File: config.mk
export PLATFORM = sky130hd
export DESIGN_NAME = f2c_dma_ctrl
export DESIGN_NICKNAME = d
export VERILOG_FILES = /design/src/f2c_flit_pkg.sv /design/src/f2c_ring_pkg.sv /design/src/f2c_ring_space.sv /design/src/f2c_dma_ctrl.sv
export VERILOG_INCLUDE_DIRS = /design/src
export SDC_FILE = /design/constraint.sdc
export NUM_CORES = 1
export LEC_CHECK = 0
export BUFFER_PORTS_ARGS = -buffer_cell sky130_fd_sc_hd__buf_4
export CAP_MARGIN = 0
export CORE_AREA = 8 8 567 569
export CTS_CLUSTER_DIAMETER = 30
export DETAILED_ROUTE_END_ITERATION = 12
export DIE_AREA = 0 0 575 577
export PLACE_DENSITY_LB_ADDON = 0.08
export SYNTH_ARGS = -nofsm -noshare
export SYNTH_HDL_FRONTEND = slang
export SYNTH_SLANG_ARGS = --single-unit
File: constraint.sdc
create_clock -name clk -period 80.5 [get_ports clk]
set_input_delay 8.05 -clock clk [delete_from_list [all_inputs] [get_ports clk]]
set_output_delay 8.05 -clock clk [all_outputs]
set_load 0.03 [all_outputs]
File: src/f2c_cfg.svh
`ifndef F2C_CFG_SVH
`define F2C_CFG_SVH

// width of one packet flit in bits
`define F2C_FLIT_W 512

// entries in the packet and descriptor FIFOs
`define F2C_FIFO_DEPTH 64

// width of the CPU ring buffer head and tail pointers
`define F2C_RB_AWIDTH 12

// width of a queue table index
`define F2C_QID_W 6

// largest PCIe write burst in flits
`define F2C_MAX_BURST 8

`endif

File: src/f2c_flit_pkg.sv
`include "f2c_cfg.svh"

package f2c_flit_pkg;

    // one beat of packet data coming from the FPGA side
    typedef struct packed {
        logic [`F2C_FLIT_W-1:0] data;
        logic                   sop;
        logic                   eop;
    } flit_t;

    // per packet descriptor, size is counted in flits
    typedef struct packed {
        logic [`F2C_QID_W-1:0] pkt_queue_id;
        logic [`F2C_QID_W-1:0] dsc_queue_id;
        logic [11:0]           size;
    } pkt_desc_t;

    // DMA controller states
    typedef enum logic [2:0] {
        IDLE,
        FETCH,
        START_BURST,
        COMPLETE_BURST,
        WRITE_DESC,
        WRITE_TAIL
    } dma_state_t;

endpackage

File: src/f2c_ring_pkg.sv
`include "f2c_cfg.svh"

package f2c_ring_pkg;

    // head or tail index into a CPU ring
    typedef logic [`F2C_RB_AWIDTH-1:0] rb_ptr_t;

    // ring size in flits
    typedef logic [30:0] rb_size_t;

    // index into the queue table
    typedef logic [`F2C_QID_W-1:0] qid_t;

    // host memory byte address
    typedef logic [63:0] host_addr_t;

    // PCIe burst count
    typedef logic [3:0] burst_len_t;

    // completion descriptor, one flit, signal sits in bit 0
    typedef struct packed {
        logic [`F2C_FLIT_W-66-`F2C_QID_W:0] pad;
        qid_t                               queue_id;
        logic [63:0]                        tail;
        logic                               signal;
    } pcie_pkt_desc_t;

endpackage

File: src/f2c_ring_space.sv
`timescale 1ns/1ps
`include "f2c_cfg.svh"

module f2c_ring_space
    import f2c_ring_pkg::*;
(
    input  rb_ptr_t     pkt_head,
    input  rb_ptr_t     pkt_tail,
    input  rb_ptr_t     dsc_head,
    input  rb_ptr_t     dsc_tail,
    input  rb_size_t    pkt_rb_size,
    input  rb_size_t    dsc_rb_size,
    input  logic [11:0] missing_flits,
    output logic        pkt_fits,
    output logic        dsc_fits,
    output burst_len_t  burst_len
);

    localparam int AW = `F2C_RB_AWIDTH;

    rb_ptr_t     pkt_free;
    rb_ptr_t     dsc_free;
    logic [AW:0] to_end;
    logic [AW:0] len;

    // one slot of each ring stays empty so full and empty differ
    always_comb begin
        if (pkt_tail >= pkt_head) begin
            pkt_free = pkt_rb_size[AW-1:0] - pkt_tail + pkt_head - 1'b1;
        end else begin
            pkt_free = pkt_head - pkt_tail - 1'b1;
        end
        if (dsc_tail >= dsc_head) begin
            dsc_free = dsc_rb_size[AW-1:0] - dsc_tail + dsc_head - 1'b1;
        end else begin
            dsc_free = dsc_head - dsc_tail - 1'b1;
        end
    end

    assign pkt_fits = pkt_free >= missing_flits;
    assign dsc_fits = dsc_free != '0;

    // slots left before the packet ring wraps
    assign to_end = pkt_rb_size[AW:0] - {1'b0, pkt_tail};

    always_comb begin
        len = (AW+1)'(missing_flits);
        if (len > (AW+1)'(`F2C_MAX_BURST)) begin
            len = (AW+1)'(`F2C_MAX_BURST);
        end
        // a burst never runs past the end of the ring
        if (len > to_end) begin
            len = to_end;
        end
    end

    assign burst_len = burst_len_t'(len);

endmodule

File: src/f2c_dma_ctrl.sv
`timescale 1ns/1ps

module f2c_dma_ctrl
    import f2c_flit_pkg::*;
    import f2c_ring_pkg::*;
(
    input  logic         clk,
    input  logic         rst,
    input  flit_t        pkt_data,
    input  logic         pkt_valid,
    output logic         pkt_pop,
    input  pkt_desc_t    desc_data,
    input  logic         desc_valid,
    output logic         desc_pop,
    input  rb_ptr_t      in_pkt_head,
    input  rb_ptr_t      in_pkt_tail,
    input  rb_ptr_t      in_dsc_head,
    input  rb_ptr_t      in_dsc_tail,
    input  host_addr_t   in_pkt_buf_addr,
    input  host_addr_t   in_dsc_buf_addr,
    input  logic         in_pkt_q_needs_dsc,
    input  logic         queue_ready,
    output qid_t         rd_pkt_queue,
    output qid_t         rd_dsc_queue,
    output qid_t         wr_pkt_queue,
    output qid_t         wr_dsc_queue,
    output logic         queue_rd_en,
    output logic         tail_wr_en,
    output rb_ptr_t      out_pkt_tail,
    output rb_ptr_t      out_dsc_tail,
    input  rb_size_t     pkt_rb_size,
    input  rb_size_t     dsc_rb_size,
    input  logic         pcie_bas_waitrequest,
    output host_addr_t   pcie_bas_address,
    output logic [63:0]  pcie_bas_byteenable,
    output logic         pcie_bas_write,
    output logic [511:0] pcie_bas_writedata,
    output burst_len_t   pcie_bas_burstcount
);

    dma_state_t     state;
    pkt_desc_t      cur_desc;
    rb_ptr_t        cur_pkt_head;
    rb_ptr_t        cur_pkt_tail;
    rb_ptr_t        cur_dsc_head;
    rb_ptr_t        cur_dsc_tail;
    host_addr_t     cur_pkt_buf_addr;
    host_addr_t     cur_dsc_buf_addr;
    logic           cur_needs_dsc;
    logic           refetch;
    logic [11:0]    missing_flits;
    burst_len_t     burst_left;
    logic           pkt_fits;
    logic           dsc_fits;
    burst_len_t     burst_len;
    logic           pcie_free;
    logic           start_ok;
    logic           cont_ok;
    pcie_pkt_desc_t cpl_desc;

    function automatic rb_ptr_t next_ptr(rb_ptr_t ptr, rb_size_t size);
        rb_size_t nxt;
        nxt = rb_size_t'(ptr) + 31'd1;
        return (nxt >= size) ? '0 : rb_ptr_t'(nxt);
    endfunction

    // every ring slot is one 64-byte flit
    function automatic host_addr_t slot_addr(host_addr_t base, rb_ptr_t ptr);
        return base + (host_addr_t'(ptr) << 6);
    endfunction

    f2c_ring_space space (
        .pkt_head      (cur_pkt_head),
        .pkt_tail      (cur_pkt_tail),
        .dsc_head      (cur_dsc_head),
        .dsc_tail      (cur_dsc_tail),
        .pkt_rb_size   (pkt_rb_size),
        .dsc_rb_size   (dsc_rb_size),
        .missing_flits (missing_flits),
        .pkt_fits      (pkt_fits),
        .dsc_fits      (dsc_fits),
        .burst_len     (burst_len)
    );

    // the output register can take a new beat once the last one is accepted
    assign pcie_free = !pcie_bas_write || !pcie_bas_waitrequest;
    assign start_ok  = (state == START_BURST) && pcie_free && pkt_valid && pkt_fits && dsc_fits;
    assign cont_ok   = (state == COMPLETE_BURST) && pcie_free && pkt_valid;
    assign pkt_pop   = start_ok || cont_ok;
    assign desc_pop  = (state == IDLE) && desc_valid;

    assign pcie_bas_byteenable = '1;

    always_comb begin
        cpl_desc          = '0;
        cpl_desc.signal   = 1'b1;
        cpl_desc.tail     = 64'(cur_pkt_tail);
        cpl_desc.queue_id = cur_desc.pkt_queue_id;
    end

    always_ff @(posedge clk) begin
        if (rst) begin
            state          <= IDLE;
            pcie_bas_write <= 1'b0;
            queue_rd_en    <= 1'b0;
            tail_wr_en     <= 1'b0;
            refetch        <= 1'b0;
        end else begin
            queue_rd_en <= 1'b0;
            tail_wr_en  <= 1'b0;
            if (pcie_free) begin
                pcie_bas_write <= 1'b0;
            end
            case (state)
                IDLE: begin
                    if (desc_valid) begin
                        cur_desc     <= desc_data;
                        rd_pkt_queue <= desc_data.pkt_queue_id;
                        rd_dsc_queue <= desc_data.dsc_queue_id;
                        queue_rd_en  <= 1'b1;
                        refetch      <= 1'b0;
                        state        <= FETCH;
                    end
                end
                FETCH: begin
                    if (queue_ready) begin
                        cur_pkt_head     <= in_pkt_head;
                        cur_dsc_head     <= in_dsc_head;
                        cur_pkt_buf_addr <= in_pkt_buf_addr;
                        cur_dsc_buf_addr <= in_dsc_buf_addr;
                        cur_needs_dsc    <= in_pkt_q_needs_dsc;
                        // on a retry our own tails are newer than the table's
                        if (!refetch) begin
                            cur_pkt_tail  <= in_pkt_tail;
                            cur_dsc_tail  <= in_dsc_tail;
                            missing_flits <= cur_desc.size;
                        end
                        state <= START_BURST;
                    end
                end
                START_BURST: begin
                    if (start_ok) begin
                        pcie_bas_address    <= slot_addr(cur_pkt_buf_addr, cur_pkt_tail);
                        pcie_bas_writedata  <= pkt_data.data;
                        pcie_bas_burstcount <= burst_len;
                        pcie_bas_write      <= 1'b1;
                        cur_pkt_tail        <= next_ptr(cur_pkt_tail, pkt_rb_size);
                        missing_flits       <= missing_flits - 1'b1;
                        burst_left          <= burst_len - 1'b1;
                        if (missing_flits == 12'd1) begin
                            state <= WRITE_DESC;
                        end else if (burst_len != 4'd1) begin
                            state <= COMPLETE_BURST;
                        end
                    end else if (!pkt_fits || !dsc_fits) begin
                        // no room yet, read fresh heads
                        rd_pkt_queue <= cur_desc.pkt_queue_id;
                        rd_dsc_queue <= cur_desc.dsc_queue_id;
                        queue_rd_en  <= 1'b1;
                        refetch      <= 1'b1;
                        state        <= FETCH;
                    end
                end
                COMPLETE_BURST: begin
                    // address and burstcount hold from the first beat
                    if (cont_ok) begin
                        pcie_bas_writedata <= pkt_data.data;
                        pcie_bas_write     <= 1'b1;
                        cur_pkt_tail       <= next_ptr(cur_pkt_tail, pkt_rb_size);
                        missing_flits      <= missing_flits - 1'b1;
                        burst_left         <= burst_left - 1'b1;
                        if (burst_left == 4'd1) begin
                            state <= (missing_flits == 12'd1) ? WRITE_DESC : START_BURST;
                        end
                    end
                end
                WRITE_DESC: begin
                    if (pcie_free) begin
                        if (cur_needs_dsc) begin
                            pcie_bas_address    <= slot_addr(cur_dsc_buf_addr, cur_dsc_tail);
                            pcie_bas_writedata  <= cpl_desc;
                            pcie_bas_burstcount <= 4'd1;
                            pcie_bas_write      <= 1'b1;
                            cur_dsc_tail        <= next_ptr(cur_dsc_tail, dsc_rb_size);
                        end
                        state <= WRITE_TAIL;
                    end
                end
                WRITE_TAIL: begin
                    out_pkt_tail <= cur_pkt_tail;
                    out_dsc_tail <= cur_dsc_tail;
                    wr_pkt_queue <= cur_desc.pkt_queue_id;
                    wr_dsc_queue <= cur_desc.dsc_queue_id;
                    tail_wr_en   <= 1'b1;
                    state        <= IDLE;
                end
                default: state <= IDLE;
            endcase
        end
    end

    // packet boundaries in the flit FIFO must agree with the descriptor sizes
    a_first_sop: assert property (@(posedge clk) disable iff (rst)
        start_ok && (missing_flits == cur_desc.size) |-> pkt_data.sop)
        else $error("f2c_dma_ctrl: first flit without sop");

    a_last_eop: assert property (@(posedge clk) disable iff (rst)
        pkt_pop && (missing_flits == 12'd1) |-> pkt_data.eop)
        else $error("f2c_dma_ctrl: last flit without eop");

endmodule

* Word-level counts from Yosys, hierarchy flattened
Index checks and enable logic that the tools add are counted.
W data, S select, Z words.
** Word-level totals
- Output and inout port bits :: 697
- ROM bits :: 0
- Latch bits :: 0
- Flip-flop bits (word level) :: 852
- Bits in writable memories :: 0
- Logic and storage cells :: 176
- Memories kept :: 0
** Operators by class
- Div/mod/pow operators :: 0
- $lt $le $gt $ge :: 7
- Reductions and logical operators :: 33
- Mux-type cells :: 71
- Multipliers :: 0
- Equal/unequal tests :: 20
- Shift-type cells :: 0
- Bitwise logic cells :: 1
- Add/sub/neg operators :: 18
** Operators with widths (number)
- $mux W512 :: 4
- $pmux W512 S3 :: 1
- $mux W12 :: 17
- $mux W64 :: 3
- $add A64 B18 Y64 :: 2
- $pmux W64 S2 :: 1
- $pmux W12 S3 :: 2
- $ge A13 B31 Y1 :: 2
- $sub A12 B1 Y12 const B :: 5
- $sub A12 B12 Y12 :: 4
- $ge A12 B12 Y1 :: 3
- $mux W6 :: 6
- $mux W3 :: 10
- $add A12 B1 Y13 const B :: 2
- $add A12 B12 Y12 :: 2
- $mux W4 :: 6
- $pmux W12 S2 :: 1
- $pmux W6 S2 :: 2
- $reduce_and A6 Y1 :: 3
- $ne A2 B2 Y1 const B :: 8
- $pmux W4 S2 :: 2
- $pmux W3 S5 :: 1
- $gt A12 B13 Y1 :: 1
- $sub A13 B12 Y13 :: 1
- other kinds (27) :: 61

* Longest topological paths before layout
Gate-level depths: netlist (run 1).
- Word-level depth :: 10
- Gate-level depth with buffers :: 26
- Mapped depth without buffers :: 26

* Hierarchy
A second synthesis (run 1) with hierarchy kept.
** Second synthesis, totals
- Cell total of the unflattened synthesis :: 3079
- Area, all modules :: 40536.4 sq um
** By module, submodules not included
- f2c_dma_ctrl :: cells an instance 2494, area each 36140.9 sq um, seq. area each 25514.5 sq um, times used 1
- f2c_ring_space :: cells an instance 585, area each 4395.5 sq um, seq. area each 0.0 sq um, times used 1

* Worst setup path before layout (run 1)
Ideal clock, no wire load.
- Kind :: in2reg
- Start :: input port pkt_rb_size[1]
- End :: register pcie_bas_writedata[0] (enable)
- Stages on the path :: 20
- Slack :: 43018 ps
- Data required time :: 78939 ps
- Arrival time :: 35921 ps
- Setup time :: 1561 ps
- Path buffers :: 0
- Cells stage by stage :: fa_1 > ha_1 > fa_1 > a21oi_1 > nor2_1 > nor2_1 > o21bai_1 > a21oi_1 > o21bai_1 > a21oi_1 > xor2_1 > mux2i_1 > ha_1 > nand4_1 > nor3_1 > o311a_1 > a211oi_1 > nor2_1 > o211ai_1 > a21oi_1
** Between the ends
- Longest elaborated chain between the ends :: 9
** RTL lines
- start, declared :: line f2c_dma_ctrl.sv:31 : input rb_size_t pkt_rb_size,
- $sub A12 B12 Y12 :: line f2c_ring_space.sv:29 : pkt_free = pkt_rb_size[AW-1:0] - pkt_tail + pkt_head - 1'b1;
- $add A12 B12 Y12 :: line f2c_ring_space.sv:29
- $sub A12 B1 Y12 :: line f2c_ring_space.sv:29
- $mux W12 :: line f2c_ring_space.sv:28 : if (pkt_tail >= pkt_head) begin
- $ge A12 B12 Y1 :: line f2c_ring_space.sv:40 : assign pkt_fits = pkt_free >= missing_flits;
- $logic_and A1 B1 Y1 (2 in series) :: line f2c_dma_ctrl.sv:87 : assign start_ok = (state == START_BURST) && pcie_free && pkt_valid && pkt_fits && dsc_fits;
- $ne A2 B2 Y1 (no source line)
- $reduce_and A6 Y1 (no source line)
- end signal, assigned :: line f2c_dma_ctrl.sv:144 : pcie_bas_writedata <= pkt_data.data;
- end signal, assigned :: line f2c_dma_ctrl.sv:167 : pcie_bas_writedata <= pkt_data.data;
- end signal, assigned :: line f2c_dma_ctrl.sv:181 : pcie_bas_writedata <= cpl_desc;
- end, declared :: line f2c_dma_ctrl.sv:37 : output logic [511:0] pcie_bas_writedata,
No other way between the ends.
A chain may end at the register's enable or synchronous reset.

* Final worst setup path (run 1)
- Start :: input port pkt_rb_size[1]
- End :: output port pkt_pop
** Between the ends
- Longest elaborated chain between the ends :: 8
** RTL lines
- $sub A12 B12 Y12 :: line f2c_ring_space.sv:29
- $add A12 B12 Y12 :: line f2c_ring_space.sv:29
- $sub A12 B1 Y12 :: line f2c_ring_space.sv:29
- $mux W12 :: line f2c_ring_space.sv:28
- $ge A12 B12 Y1 :: line f2c_ring_space.sv:40
- $logic_and A1 B1 Y1 (2 in series) :: line f2c_dma_ctrl.sv:87
- $logic_or A1 B1 Y1 :: line f2c_dma_ctrl.sv:89 : assign pkt_pop = start_ok || cont_ok;
- end, declared :: line f2c_dma_ctrl.sv:11 : output logic pkt_pop,
No other way between the ends.

==> flow_summary.json, run 1 <==
{
  "status": "complete, no violations",
  "clk_path_buf_depth": 4,
  "grt_pass1_wl_microns": 332400,
  "die_w_microns": 575,
  "dp_hpwl_microns": 211600,
  "grt_max_degree": 179,
  "r2r_start": "cur_pkt_tail[1]$_DFFE_PP_",
  "design_area_sq_um": 65890,
  "endpoint": "pkt_pop",
  "clock_sinks": 852,
  "cap_violations": 0,
  "placementRows": 206,
  "grt_overflow": 0,
  "clk_latency_ns": 0.88,
  "die_area_sq_um": 331800,
  "finalMaxSlewViolations": 0,
  "layout-drive-gt1-share": 0.3891,
  "powerDensity_nw_per_um2": 28.33,
  "grt_pass1_vias": 33770,
  "hold_path_startpoint": "cur_desc[16]$_DFFE_PP_",
  "numPortBuffers": 1413,
  "ctsResizeCount": 0,
  "path_delay_family": "compound AO/OA/AOI/OAI gates",
  "worst_pin_slew_ns": 1.313,
  "cts_tree": "done",
  "required_ns": 72.45,
  "skew_ns": 0.07058,
  "place_area_sq_um": 55420,
  "cp_cell_sequence": "buf_4 -> fa_1 -> ha_1 -> fa_1 -> a21oi_1 -> nor2_1 -> nor2_1 -> o21bai_1 -> a21oi_1 -> o21bai_1 -> a21oi_1 -> xor2_1 -> mux2i_1 -> ha_1 -> nand4_1 -> nor3_1 -> o311a_1 -> a211oi_1 -> buf_4 -> nor2_1 -> o211ai_1 -> inv_1 -> buf_4",
  "numCtsBuffers": 339,
  "async_flop_share": 0,
  "ys.flop_type": "edfxtp_1",
  "netlist_top_cells_area": "edfxtp_1, and2_1, ha_1",
  "synth_seq_cells": 852,
  "arrival_ns": 12.92,
  "cp_num_cells": 23,
  "syn_area_per_cell_sq_um": 13.20,
  "fp.dieH_microns": 577,
  "relSlewSlack": 0.1248,
  "wl_met1_microns": 92290,
  "wl_met2_microns": 134400,
  "wl_per_cell_microns": 28.43,
  "reg2reg_slack_ns": 71.17,
  "ys_warn_count": 0,
  "route.detailed.drc": 0,
  "hold_viol_final": 0,
  "dr_wl_met3_microns": 25000,
  "fmax_mhz": 47.69,
  "ioPinCount": 1480,
  "worst-path-buf-inv": 4,
  "synth_top_area_frac": 0.6374,
  "routabilityCongestion": 0.8123,
  "fin_tns_setup_ns": 0,
  "startpoint": "pkt_rb_size[1]",
  "track_usage": 0.1491,
  "fin_crit_ns": 20.97,
  "synthCells": 3016,
  "synthToLayoutAreaGrowth_pct": 65.52,
  "num_vias": 31900,
  "timing.final.crit_share": 0.2605,
  "wl_microns": 260500,
  "ant_nets": 0,
  "post-cts-setup-buffers": 0,
  "end_kind": "output port",
  "worstSetupPathType": "input pin to output port",
  "drt_iter0_drc": 1627,
  "hold_path.class": "register to register",
  "rsz0062_at_grt": "false",
  "yosys.area.top_type": "edfxtp_1",
  "ctsHtreeMaxLevel": 5,
  "avgViaCountPerCell": 3.481,
  "cts_hold_buf": 0,
  "antenna_found_initial": 218,
  "cts.clk_slew.worst_paths_ns": 0.04,
  "critPathMaxFanout": 5,
  "report.final.setup_viol": 0,
  "ir_worst_vdd_mv": 0.01489,
  "max_stage_delay_ns": 0.48,
  "clock-root-buffer": "clkbuf_16",
  "cpMaxStageDelayCell": "fa_1",
  "drtPass1Iterations": 4,
  "nets": 5684,
  "highest_layer": "met5",
  "worst_r2r_path_depth": 27,
  "syn-cell-area_sq_um": 39810,
  "synth_edf_count": 845,
  "regToRegEndpoint": "pcie_bas_writedata[23]$_SDFFCE_PP0P_",
  "start_util": 0.1272,
  "ys_seq_area_frac": 0.6410,
  "ys_types": 73,
  "leakagePower_nw": 26.10,
  "cp-start-kind": "input pin",
  "core_area_sq_um": 312900
}
[cell usage after synthesis, types with 6 or more instances]
| cell type | n |
|---|---|
| dfxtp_1 | 7 |
| o21a_1 | 11 |
| and3_1 | 27 |
| nand2b_1 | 14 |
| and4_1 | 6 |
| a211oi_1 | 15 |
| fa_1 | 29 |
| nor2_1 | 101 |
| nor4b_1 | 10 |
| nor4_1 | 31 |
| o21ai_0 | 96 |
| and2_1 | 503 |
| a21oi_1 | 89 |
| nor3_1 | 35 |
| xnor2_1 | 129 |
| or3_1 | 6 |
| nor3b_1 | 9 |
| buf_4 | 64 |
| clkbuf_1 | 98 |
| xor2_1 | 41 |
| a31oi_1 | 9 |
| a2111oi_0 | 15 |
| a21o_1 | 29 |
| ha_1 | 161 |
| o21bai_1 | 18 |
| inv_1 | 195 |
| o31ai_1 | 11 |
| mux2i_1 | 48 |
| or2_2 | 6 |
| edfxtp_1 | 845 |
| nor2b_1 | 20 |
| nand4_1 | 22 |
| mux2_2 | 16 |
| nand3_1 | 50 |
| nand2_1 | 180 |
[sequential cells by signal, summed over array words and instances (netlist names), 12 cells and up]
register / count
pcie_bas_writedata: 512
out_pkt_tail: 12
out_dsc_tail: 12
cur_dsc_tail: 12
missing_flits: 12
cur_pkt_buf_addr: 64
cur_dsc_head: 12
cur_dsc_buf_addr: 64
pcie_bas_address: 64
cur_pkt_tail: 12
cur_pkt_head: 12
cur_desc: 18
[metrics by stage]
| stage | worst slack, ns | util | hold slack, ns | std cells | power, mW |
|---|---|---|---|---|---|
| final | 59.53 | 0.2106 | 0.4428 | 9163 | 1.867 |
| after detailed placement | 59.47 | 0.1771 | 0.4326 | 8530 | 0.7061 |
| after global routing | 59.16 | 0.2105 | 0.4592 | 9152 | 1.947 |
| after floorplan | 43.02 | - | 0.4204 | 3086 | 0.6269 |
| after CTS | 59.43 | 0.2103 | 0.4462 | 9135 | 1.905 |
| after global placement | 59.46 | 0.1771 | 0.4321 | 8530 | 0.7067 |
[how the worst min path moves through the flow]
| stage | endpoint | slack, ns | cells past startpoint |
|---|---|---|---|
| floorplan | wr_dsc_queue[0]$_DFFE_PP_ | 0.42 | 0 |
| global placement | wr_dsc_queue[0]$_DFFE_PP_ | 0.43 | 0 |
| detailed placement | wr_dsc_queue[0]$_DFFE_PP_ | 0.43 | 0 |
| CTS | wr_dsc_queue[4]$_DFFE_PP_ | 0.45 | 0 |
| global route | wr_dsc_queue[1]$_DFFE_PP_ | 0.46 | 0 |
| finish | wr_dsc_queue[4]$_DFFE_PP_ | 0.44 | 0 |
[metal layers]
layer	global-route usage	vias up
met5	0	-
met4	0.03837	54
met3	0.06549	664
met2	0.2765	1578
met1	0.1525	15410
li1	-	14190
[cell type report]
type | count | area (sq um)
flip-flops and latches | 852 | 25510
clock inverters | 187 | 1514
repair buffers | 1451 | 10940
multi-input cells | 1872 | 13020
diodes | 28 | 70.07
clock buffers | 418 | 8886
well taps | 4160 | 5205
inverters | 195 | 732.0
fillers | 34050 | 247000
[logic make-up (layout without fill, tap and decap cells)]
kind of cell / after synthesis / in the layout / synth area share
mux: 64 / 64 / 0.01660
compound gates: 336 / 336 / 0.05337
fa+ha+maj: 190 / 190 / 0.06519
flops: 852 / 852 / 0.6410
xor+xnor: 170 / 170 / 0.03740
buf+inv: 362 / 2251 / 0.04039
other cells: 2 / 100 / 0.0001887
simple gates: 1040 / 1040 / 0.1459
[power by group]
group	internal (mW)	leakage, nW	switching (mW)
clock	0.807	5.08	0.365
sequential	0.509	7.68	0.0112
combinational	0.0749	13.3	0.0994
total	1.39	26.1	0.475
[cell usage in the layout, fill, tap and decap left out, types with 31 or more instances in the layout]
master and instances:
a21oi_1 84, and2_1 503, buf_4 1447, clkbuf_1 74, clkbuf_16 344, clkinv_1 95
clkinv_2 57, conb_1 72, edfxtp_1 845, ha_1 161, inv_1 195, mux2i_1 48
nand2_1 179, nand3_1 50, nor2_1 99, nor3_1 33, nor4_1 31, o21ai_0 95
xnor2_1 129, xor2_1 41
(Power assumes the default switching activity.)
==> run 2: changes to the inputs <==
- clock period: 80.5 -> 16.8 ns (I/O delays scaled with it)
==> run 2 against run 1 <==
Total power grew to 4.8 times the previous value. Critical path depth grew 2. Highest routed layer unchanged. Routed wire length grew 0.55%. Largest power group unchanged. Worst hold slack gained 0.0026 ns.
==> flow_summary.json, run 2 (same netlist as run 1, synthesis figures left out) <==
{
  "critPathMaxFanout": 67,
  "grt_max_degree": 153,
  "regMostFlops": "pcie_bas_writedata",
  "avgViaCountPerCell": 3.462,
  "status": "complete, no violations",
  "die_w_microns": 575,
  "wl_microns": 261900,
  "layoutNonFillerInstCount": 9163,
  "seqCellArea_sq_um": 25510,
  "layout_commonest_cell": "buf_4",
  "leakagePower_nw": 26.10,
  "worstSetupPathType": "input pin to register",
  "post-cts-setup-buffers": 0,
  "route.detailed.drc": 0,
  "ioPinCount": 1480,
  "track_usage": 0.1501,
  "report.final.setup_viol": 0,
  "synthToLayoutAreaGrowth_pct": 65.63,
  "grt_pass1_vias": 33640,
  "dp.cells": 8535,
  "relSlewSlack": 0.2507,
  "layout_common_cells": "buf_4, edfxtp_1, and2_1, clkbuf_16, inv_1",
  "skew_ns": 0.07397,
  "reg2reg_slack_ns": 8.44,
  "routabilityCongestion": 0.8060,
  "cpMostUsedCell": "buf_4",
  "die_area_sq_um": 331800,
  "ctsResizeCount": 0,
  "cts_hold_buf": 0,
  "cts.clk_slew.worst_paths_ns": 0.04,
  "fp.dieH_microns": 577,
  "ctsHtreeMaxLevel": 5,
  "largest_register_ffs": 512,
  "fillCellCount": 34130,
  "hold_viol_final": 0,
  "clk_path_buf_depth": 4,
  "powerDensity_nw_per_um2": 136.0,
  "num_vias": 31720,
  "clock_sinks": 852,
  "numPortBuffers": 1413,
  "dp_hpwl_microns": 216200,
  "cp-start-kind": "input pin",
  "antenna_found_initial": 223,
  "ir_worst_vdd_mv": 0.07649,
  "end_kind": "register",
  "multiInputGateArea_sq_um": 13030,
  "nets": 5689,
  "drtPass1Iterations": 5,
  "fmax_mhz": 117.1,
  "arrival_ns": 8.99,
  "finalMaxSlewViolations": 0,
  "worst_pin_slew_ns": 1.119,
  "fin_crit_ns": 8.536,
  "hold_path.class": "register to register",
  "max_stage_delay_ns": 0.85,
  "placementRows": 206,
  "required_ns": 17.25,
  "numCtsBuffers": 339,
  "fin_tns_setup_ns": 0,
  "clock-root-buffer": "clkbuf_16",
  "start_util": 0.1272,
  "holdWs_ns": 0.4454,
  "ant_nets": 0,
  "worst-path-buf-inv": 5,
  "drt_iter0_drc": 1468,
  "grt_overflow": 0,
  "grt_pass1_wl_microns": 333800,
  "rsz0062_at_grt": "false",
  "timing.final.crit_share": 0.5081,
  "layout-drive-gt1-share": 0.3890,
  "cap_violations": 0,
  "wl_per_cell_microns": 28.58,
  "core_area_sq_um": 312900,
  "cts_tree": "done",
  "clk_latency_ns": 0.88,
  "cpMaxStageDelayCell": "buf_4",
  "path_delay_family": "buffers and inverters"
}
[run 2: cell types whose count changed in the layout (fill, tap and decap cells not counted), sizes merged]
cell	delta
clkinv	-24
bufinv	+3
buf	+5
clkinvlp	+4
clkbuf	+22
diode	-9
inv	-1
[run 2: final timing paths]
| kind | from | endpoint | depth (start not counted) |
|---|---|---|---|
| hold reg to reg | cur_desc[14]$_DFFE_PP_ | wr_dsc_queue[2]$_DFFE_PP_ | 0 |
| setup / recovery | pkt_rb_size[1] | pcie_bas_writedata[160]$_SDFFCE_PP0P_ | 25 |
| hold / removal | cur_desc[14]$_DFFE_PP_ | wr_dsc_queue[2]$_DFFE_PP_ | 0 |
| setup reg to reg | cur_pkt_tail[0]$_DFFE_PP_ | pcie_bas_writedata[160]$_SDFFCE_PP0P_ | 26 |
[run 2: worst register-to-register path, cell delays in order (launching register included)]
cell and delay, ns:
edfxtp_1 0.33, inv_1 0.12, ha_1 0.25, fa_1 0.43
nand2_1 0.09, a21o_1 0.12, a21oi_1 0.06, o21bai_1 0.14
a21o_1 0.14, a21oi_1 0.07, o21ai_0 0.23, o41a_1 0.71
mux2_2 0.43, ha_1 0.27, a21o_1 0.12, a21o_1 0.12
a21oi_1 0.09, nor3_1 0.16, o311a_1 0.19, a211oi_1 0.06
buf_4 0.19, nor2_1 0.32, o211ai_1 0.28, a21oi_4 0.65
buf_4 0.65, buf_4 0.80, buf_4 0.90
[run 2: stage by stage]
stage	total power, mW	util	worst slack [ns]	area (sq um)
floorplan	2.983	-	2.903	40080
finish	8.966	0.2107	8.264	65930
detailed placement	3.379	0.1772	7.240	55430
global placement	3.386	0.1772	7.137	55430
global route	9.344	0.2106	7.693	65900
CTS	9.151	0.2106	8.144	65880
[run 2: metal layers]
metal / routed length, microns / global-route usage / vias to the layer above / share of wire
li1: - / - / 14200 / -
met1: 90150 / 0.1479 / 15220 / 0.34
met2: 137700 / 0.2843 / 1576 / 0.53
met3: 26080 / 0.06940 / 674 / 0.10
met4: 7602 / 0.03531 / 60 / 0.029
met5: 381 / 0 / - / 0.0015
[run 2: power breakdown]
part | leakage (nW) | switching [mW] | internal (mW) | total (mW)
registers | 7.68 | 0.0541 | 2.44 | 2.49
clock network | 5.07 | 1.73 | 3.91 | 5.64
logic | 13.4 | 0.472 | 0.358 | 0.830
total | 26.1 | 2.25 | 6.71 | 8.97
[run 2: cell type report]
| cell class | count | area share |
|---|---|---|
| Antenna cell | 19 | 0.0007211 |
| Clock buffer | 440 | 0.1357 |
| Clock inverter | 169 | 0.02279 |
| Inverter | 195 | 0.01110 |
| Multi-Input combinational cell | 1872 | 0.1976 |
| Sequential cell | 852 | 0.3870 |
| Tap cell | 4160 | 0.07895 |
| Timing Repair Buffer | 1456 | 0.1662 |
==> run 3: changes to the inputs <==
- clock period: 16.8 -> 8.3 ns (I/O delays scaled with it)
==> run 3 against run 2 <==
Clock skew is 0.010 ns higher. Die area stayed put. Setup slack worse by 7.1 ns. Routed wire length is 6.5% lower. Core utilization is 0.082 points higher. Sequential power is 100% higher. Sequential share of layout area is 0.15 points lower. Global-route usage is 1.0 points lower. Via count is 0.32% lower. Critical endpoint is now pkt_pop.
==> flow_summary.json, run 3 (same netlist as run 1, synthesis figures left out) <==
{
  "path_delay_family": "compound AO/OA/AOI/OAI gates",
  "cap_violations": 0,
  "worstHoldPathCells": 1,
  "leakagePower_nw": 26.22,
  "report.final.setup_viol": 0,
  "holdWs_ns": 0.1556,
  "wl_per_cell_microns": 26.74,
  "grt_pass1_vias": 33360,
  "clock-root-buffer": "clkbuf_16",
  "hold_end": "cur_desc[9]$_DFFE_PP_",
  "ctsHtreeMaxLevel": 5,
  "avgViaCountPerCell": 3.454,
  "fin_crit_ns": 7.135,
  "cp-start-kind": "register",
  "cp_cell_sequence": "ha_1 -> a21o_1 -> a21oi_1 -> o21bai_1 -> a21o_1 -> a21oi_1 -> o21ai_0 -> o41a_1 -> mux2i_1 -> ha_1 -> nand2b_1 -> a21o_1 -> a21o_1 -> a21oi_1 -> nor3_1 -> o311a_1 -> a211oi_2 -> buf_4 -> nor2_2 -> o211ai_1 -> inv_1 -> buf_4",
  "hold_path.class": "input pin to register",
  "cpMaxStageDelayCell": "edfxtp_1",
  "regToRegEndpoint": "pcie_bas_writedata[301]$_SDFFCE_PP0P_",
  "hold_viol_final": 0,
  "end_kind": "output port",
  "cts_tree": "done",
  "clk_latency_ns": 0.87,
  "finalMaxSlewViolations": 0,
  "die_w_microns": 575,
  "dp.cells": 8541,
  "hold_path_startpoint": "desc_data[9]",
  "start_util": 0.1272,
  "dp_hpwl_microns": 199800,
  "num_vias": 31620,
  "grt_pass1_wl_microns": 316300,
  "grt_overflow": 0,
  "worst_pin_slew_ns": 1.066,
  "cpMostUsedCell": "a21o_1",
  "grt_max_degree": 179,
  "drtPass1Iterations": 5,
  "post-cts-setup-buffers": 0,
  "skew_ns": 0.08394,
  "clock_sinks": 852,
  "r2r_start": "cur_pkt_tail[2]$_DFFE_PP_",
  "rsz0062_at_grt": "false",
  "fillCellCount": 34050,
  "placementRows": 206,
  "route.detailed.drc": 0,
  "cts.clk_slew.worst_paths_ns": 0.04,
  "max_stage_delay_ns": 0.75,
  "numPortBuffers": 1413,
  "ir_worst_vdd_mv": 0.1455,
  "powerDensity_nw_per_um2": 275.8,
  "layout-drive-gt1-share": 0.3913,
  "fmax_mhz": 140.2,
  "pre_cts_slack_ns": 1.312,
  "fp.dieH_microns": 577,
  "required_ns": 7.47,
  "layout_commonest_cell": "buf_4",
  "critPathMaxFanout": 9,
  "track_usage": 0.1400,
  "arrival_ns": 6.31,
  "clk_path_buf_depth": 4,
  "nets": 5694,
  "worst_r2r_path_depth": 22,
  "die_area_sq_um": 331800,
  "cts_hold_buf": 0,
  "core_area_sq_um": 312900,
  "ctsResizeCount": 0,
  "relSlewSlack": 0.2891,
  "regMostFlops": "pcie_bas_writedata",
  "synthToLayoutAreaGrowth_pct": 66.27,
  "worstSetupPathType": "register to output port",
  "layout_common_cells": "buf_4, edfxtp_1, and2_1, clkbuf_16, inv_1",
  "ioPinCount": 1480,
  "largest_register_ffs": 512,
  "routabilityCongestion": 0.8208,
  "wl_microns": 244800,
  "numCtsBuffers": 338,
  "worst-path-buf-inv": 3,
  "antenna_found_initial": 193,
  "layoutNonFillerInstCount": 9153,
  "status": "complete, no violations",
  "reg2reg_slack_ns": 1.79,
  "timing.final.crit_share": 0.8597,
  "drt_iter0_drc": 1391,
  "ant_nets": 0,
  "worst_slack_ns": 1.165
}
run 3: changes by cell type in the layout (fill, tap and decap cells not counted), sizes merged:
cell	before	now
buf	1456	1462
clkinv	142	159
diode	19	15
clkinvlp	4	0
clkbuf	440	410
bufinv	15	20
run 3: area by class of cell:
| cell class | instances | area [sq um] | share of cell area |
|---|---|---|---|
| Antenna cell | 15 | 37.54 | 0.0005671 |
| Clock buffer | 410 | 8771 | 0.1325 |
| Clock inverter | 187 | 1804 | 0.02726 |
| Inverter | 195 | 732.0 | 0.01106 |
| Multi-Input combinational cell | 1872 | 13060 | 0.1973 |
| Sequential cell | 852 | 25510 | 0.3855 |
| Tap cell | 4160 | 5205 | 0.07864 |
| Timing Repair Buffer | 1462 | 11060 | 0.1671 |
run 3: worst register-to-register path, stage by stage, from the launching register on:
cell	delay, ns
edfxtp_1	0.75
ha_1	0.40
a21o_1	0.18
a21oi_1	0.18
o21bai_1	0.09
a21o_1	0.19
a21oi_1	0.16
o21ai_0	0.13
o41a_1	0.53
mux2_2	0.36
ha_1	0.28
a21o_1	0.11
a21o_1	0.12
a21oi_1	0.09
nor3_1	0.17
o311a_1	0.21
a211oi_2	0.05
buf_4	0.17
nor2_2	0.22
o211ai_1	0.23
a21oi_4	0.37
buf_12	0.38
buf_4	0.70
run 3: report_power, final:
group / internal [mW] / switching (mW) / leakage, nW
combinational: 0.736 / 0.943 / 13.4
sequential: 4.94 / 0.105 / 7.68
clock: 8.01 / 3.52 / 5.13
total: 13.7 / 4.57 / 26.2
run 3: worst max-delay path by stage:
stage	start	to	slack [ns]	cells past startpoint
global route	cur_pkt_tail[0]$_DFFE_PP_	pkt_pop	0.51	25
detailed placement	pkt_rb_size[1]	pcie_bas_writedata[414]$_SDFFCE_PP0P_	1.31	24
CTS	cur_pkt_tail[2]$_DFFE_PP_	pkt_pop	0.81	22
finish	cur_pkt_tail[2]$_DFFE_PP_	pkt_pop	1.16	22
global placement	pkt_rb_size[1]	pcie_bas_writedata[414]$_SDFFCE_PP0P_	1.37	24
floorplan	pkt_rb_size[1]	pcie_bas_writedata[0]$_SDFFCE_PP1P_	-4.60	20
run 3: stage by stage:
| step | power (mW) | cell area (sq um) | setup TNS, ns | util |
|---|---|---|---|---|
| after floorplan | 6.046 | 40100 | -2353.46 | - |
| after CTS | 18.65 | 66150 | 0 | 0.2114 |
| after global routing | 19.05 | 66170 | 0 | 0.2115 |
| final | 18.26 | 66190 | 0 | 0.2115 |
| after detailed placement | 6.839 | 55580 | 0 | 0.1776 |
| after global placement | 6.851 | 55580 | 0 | 0.1776 |
run 3: per-layer routing:
layer  part of all wire  up-vias  GRT usage
li1                   -    14180          -
met1               0.35    15260     0.1402
met2               0.54     1514     0.2684
met3              0.088      643    0.05692
met4              0.027       28    0.03305
met5            0.00076        -          0
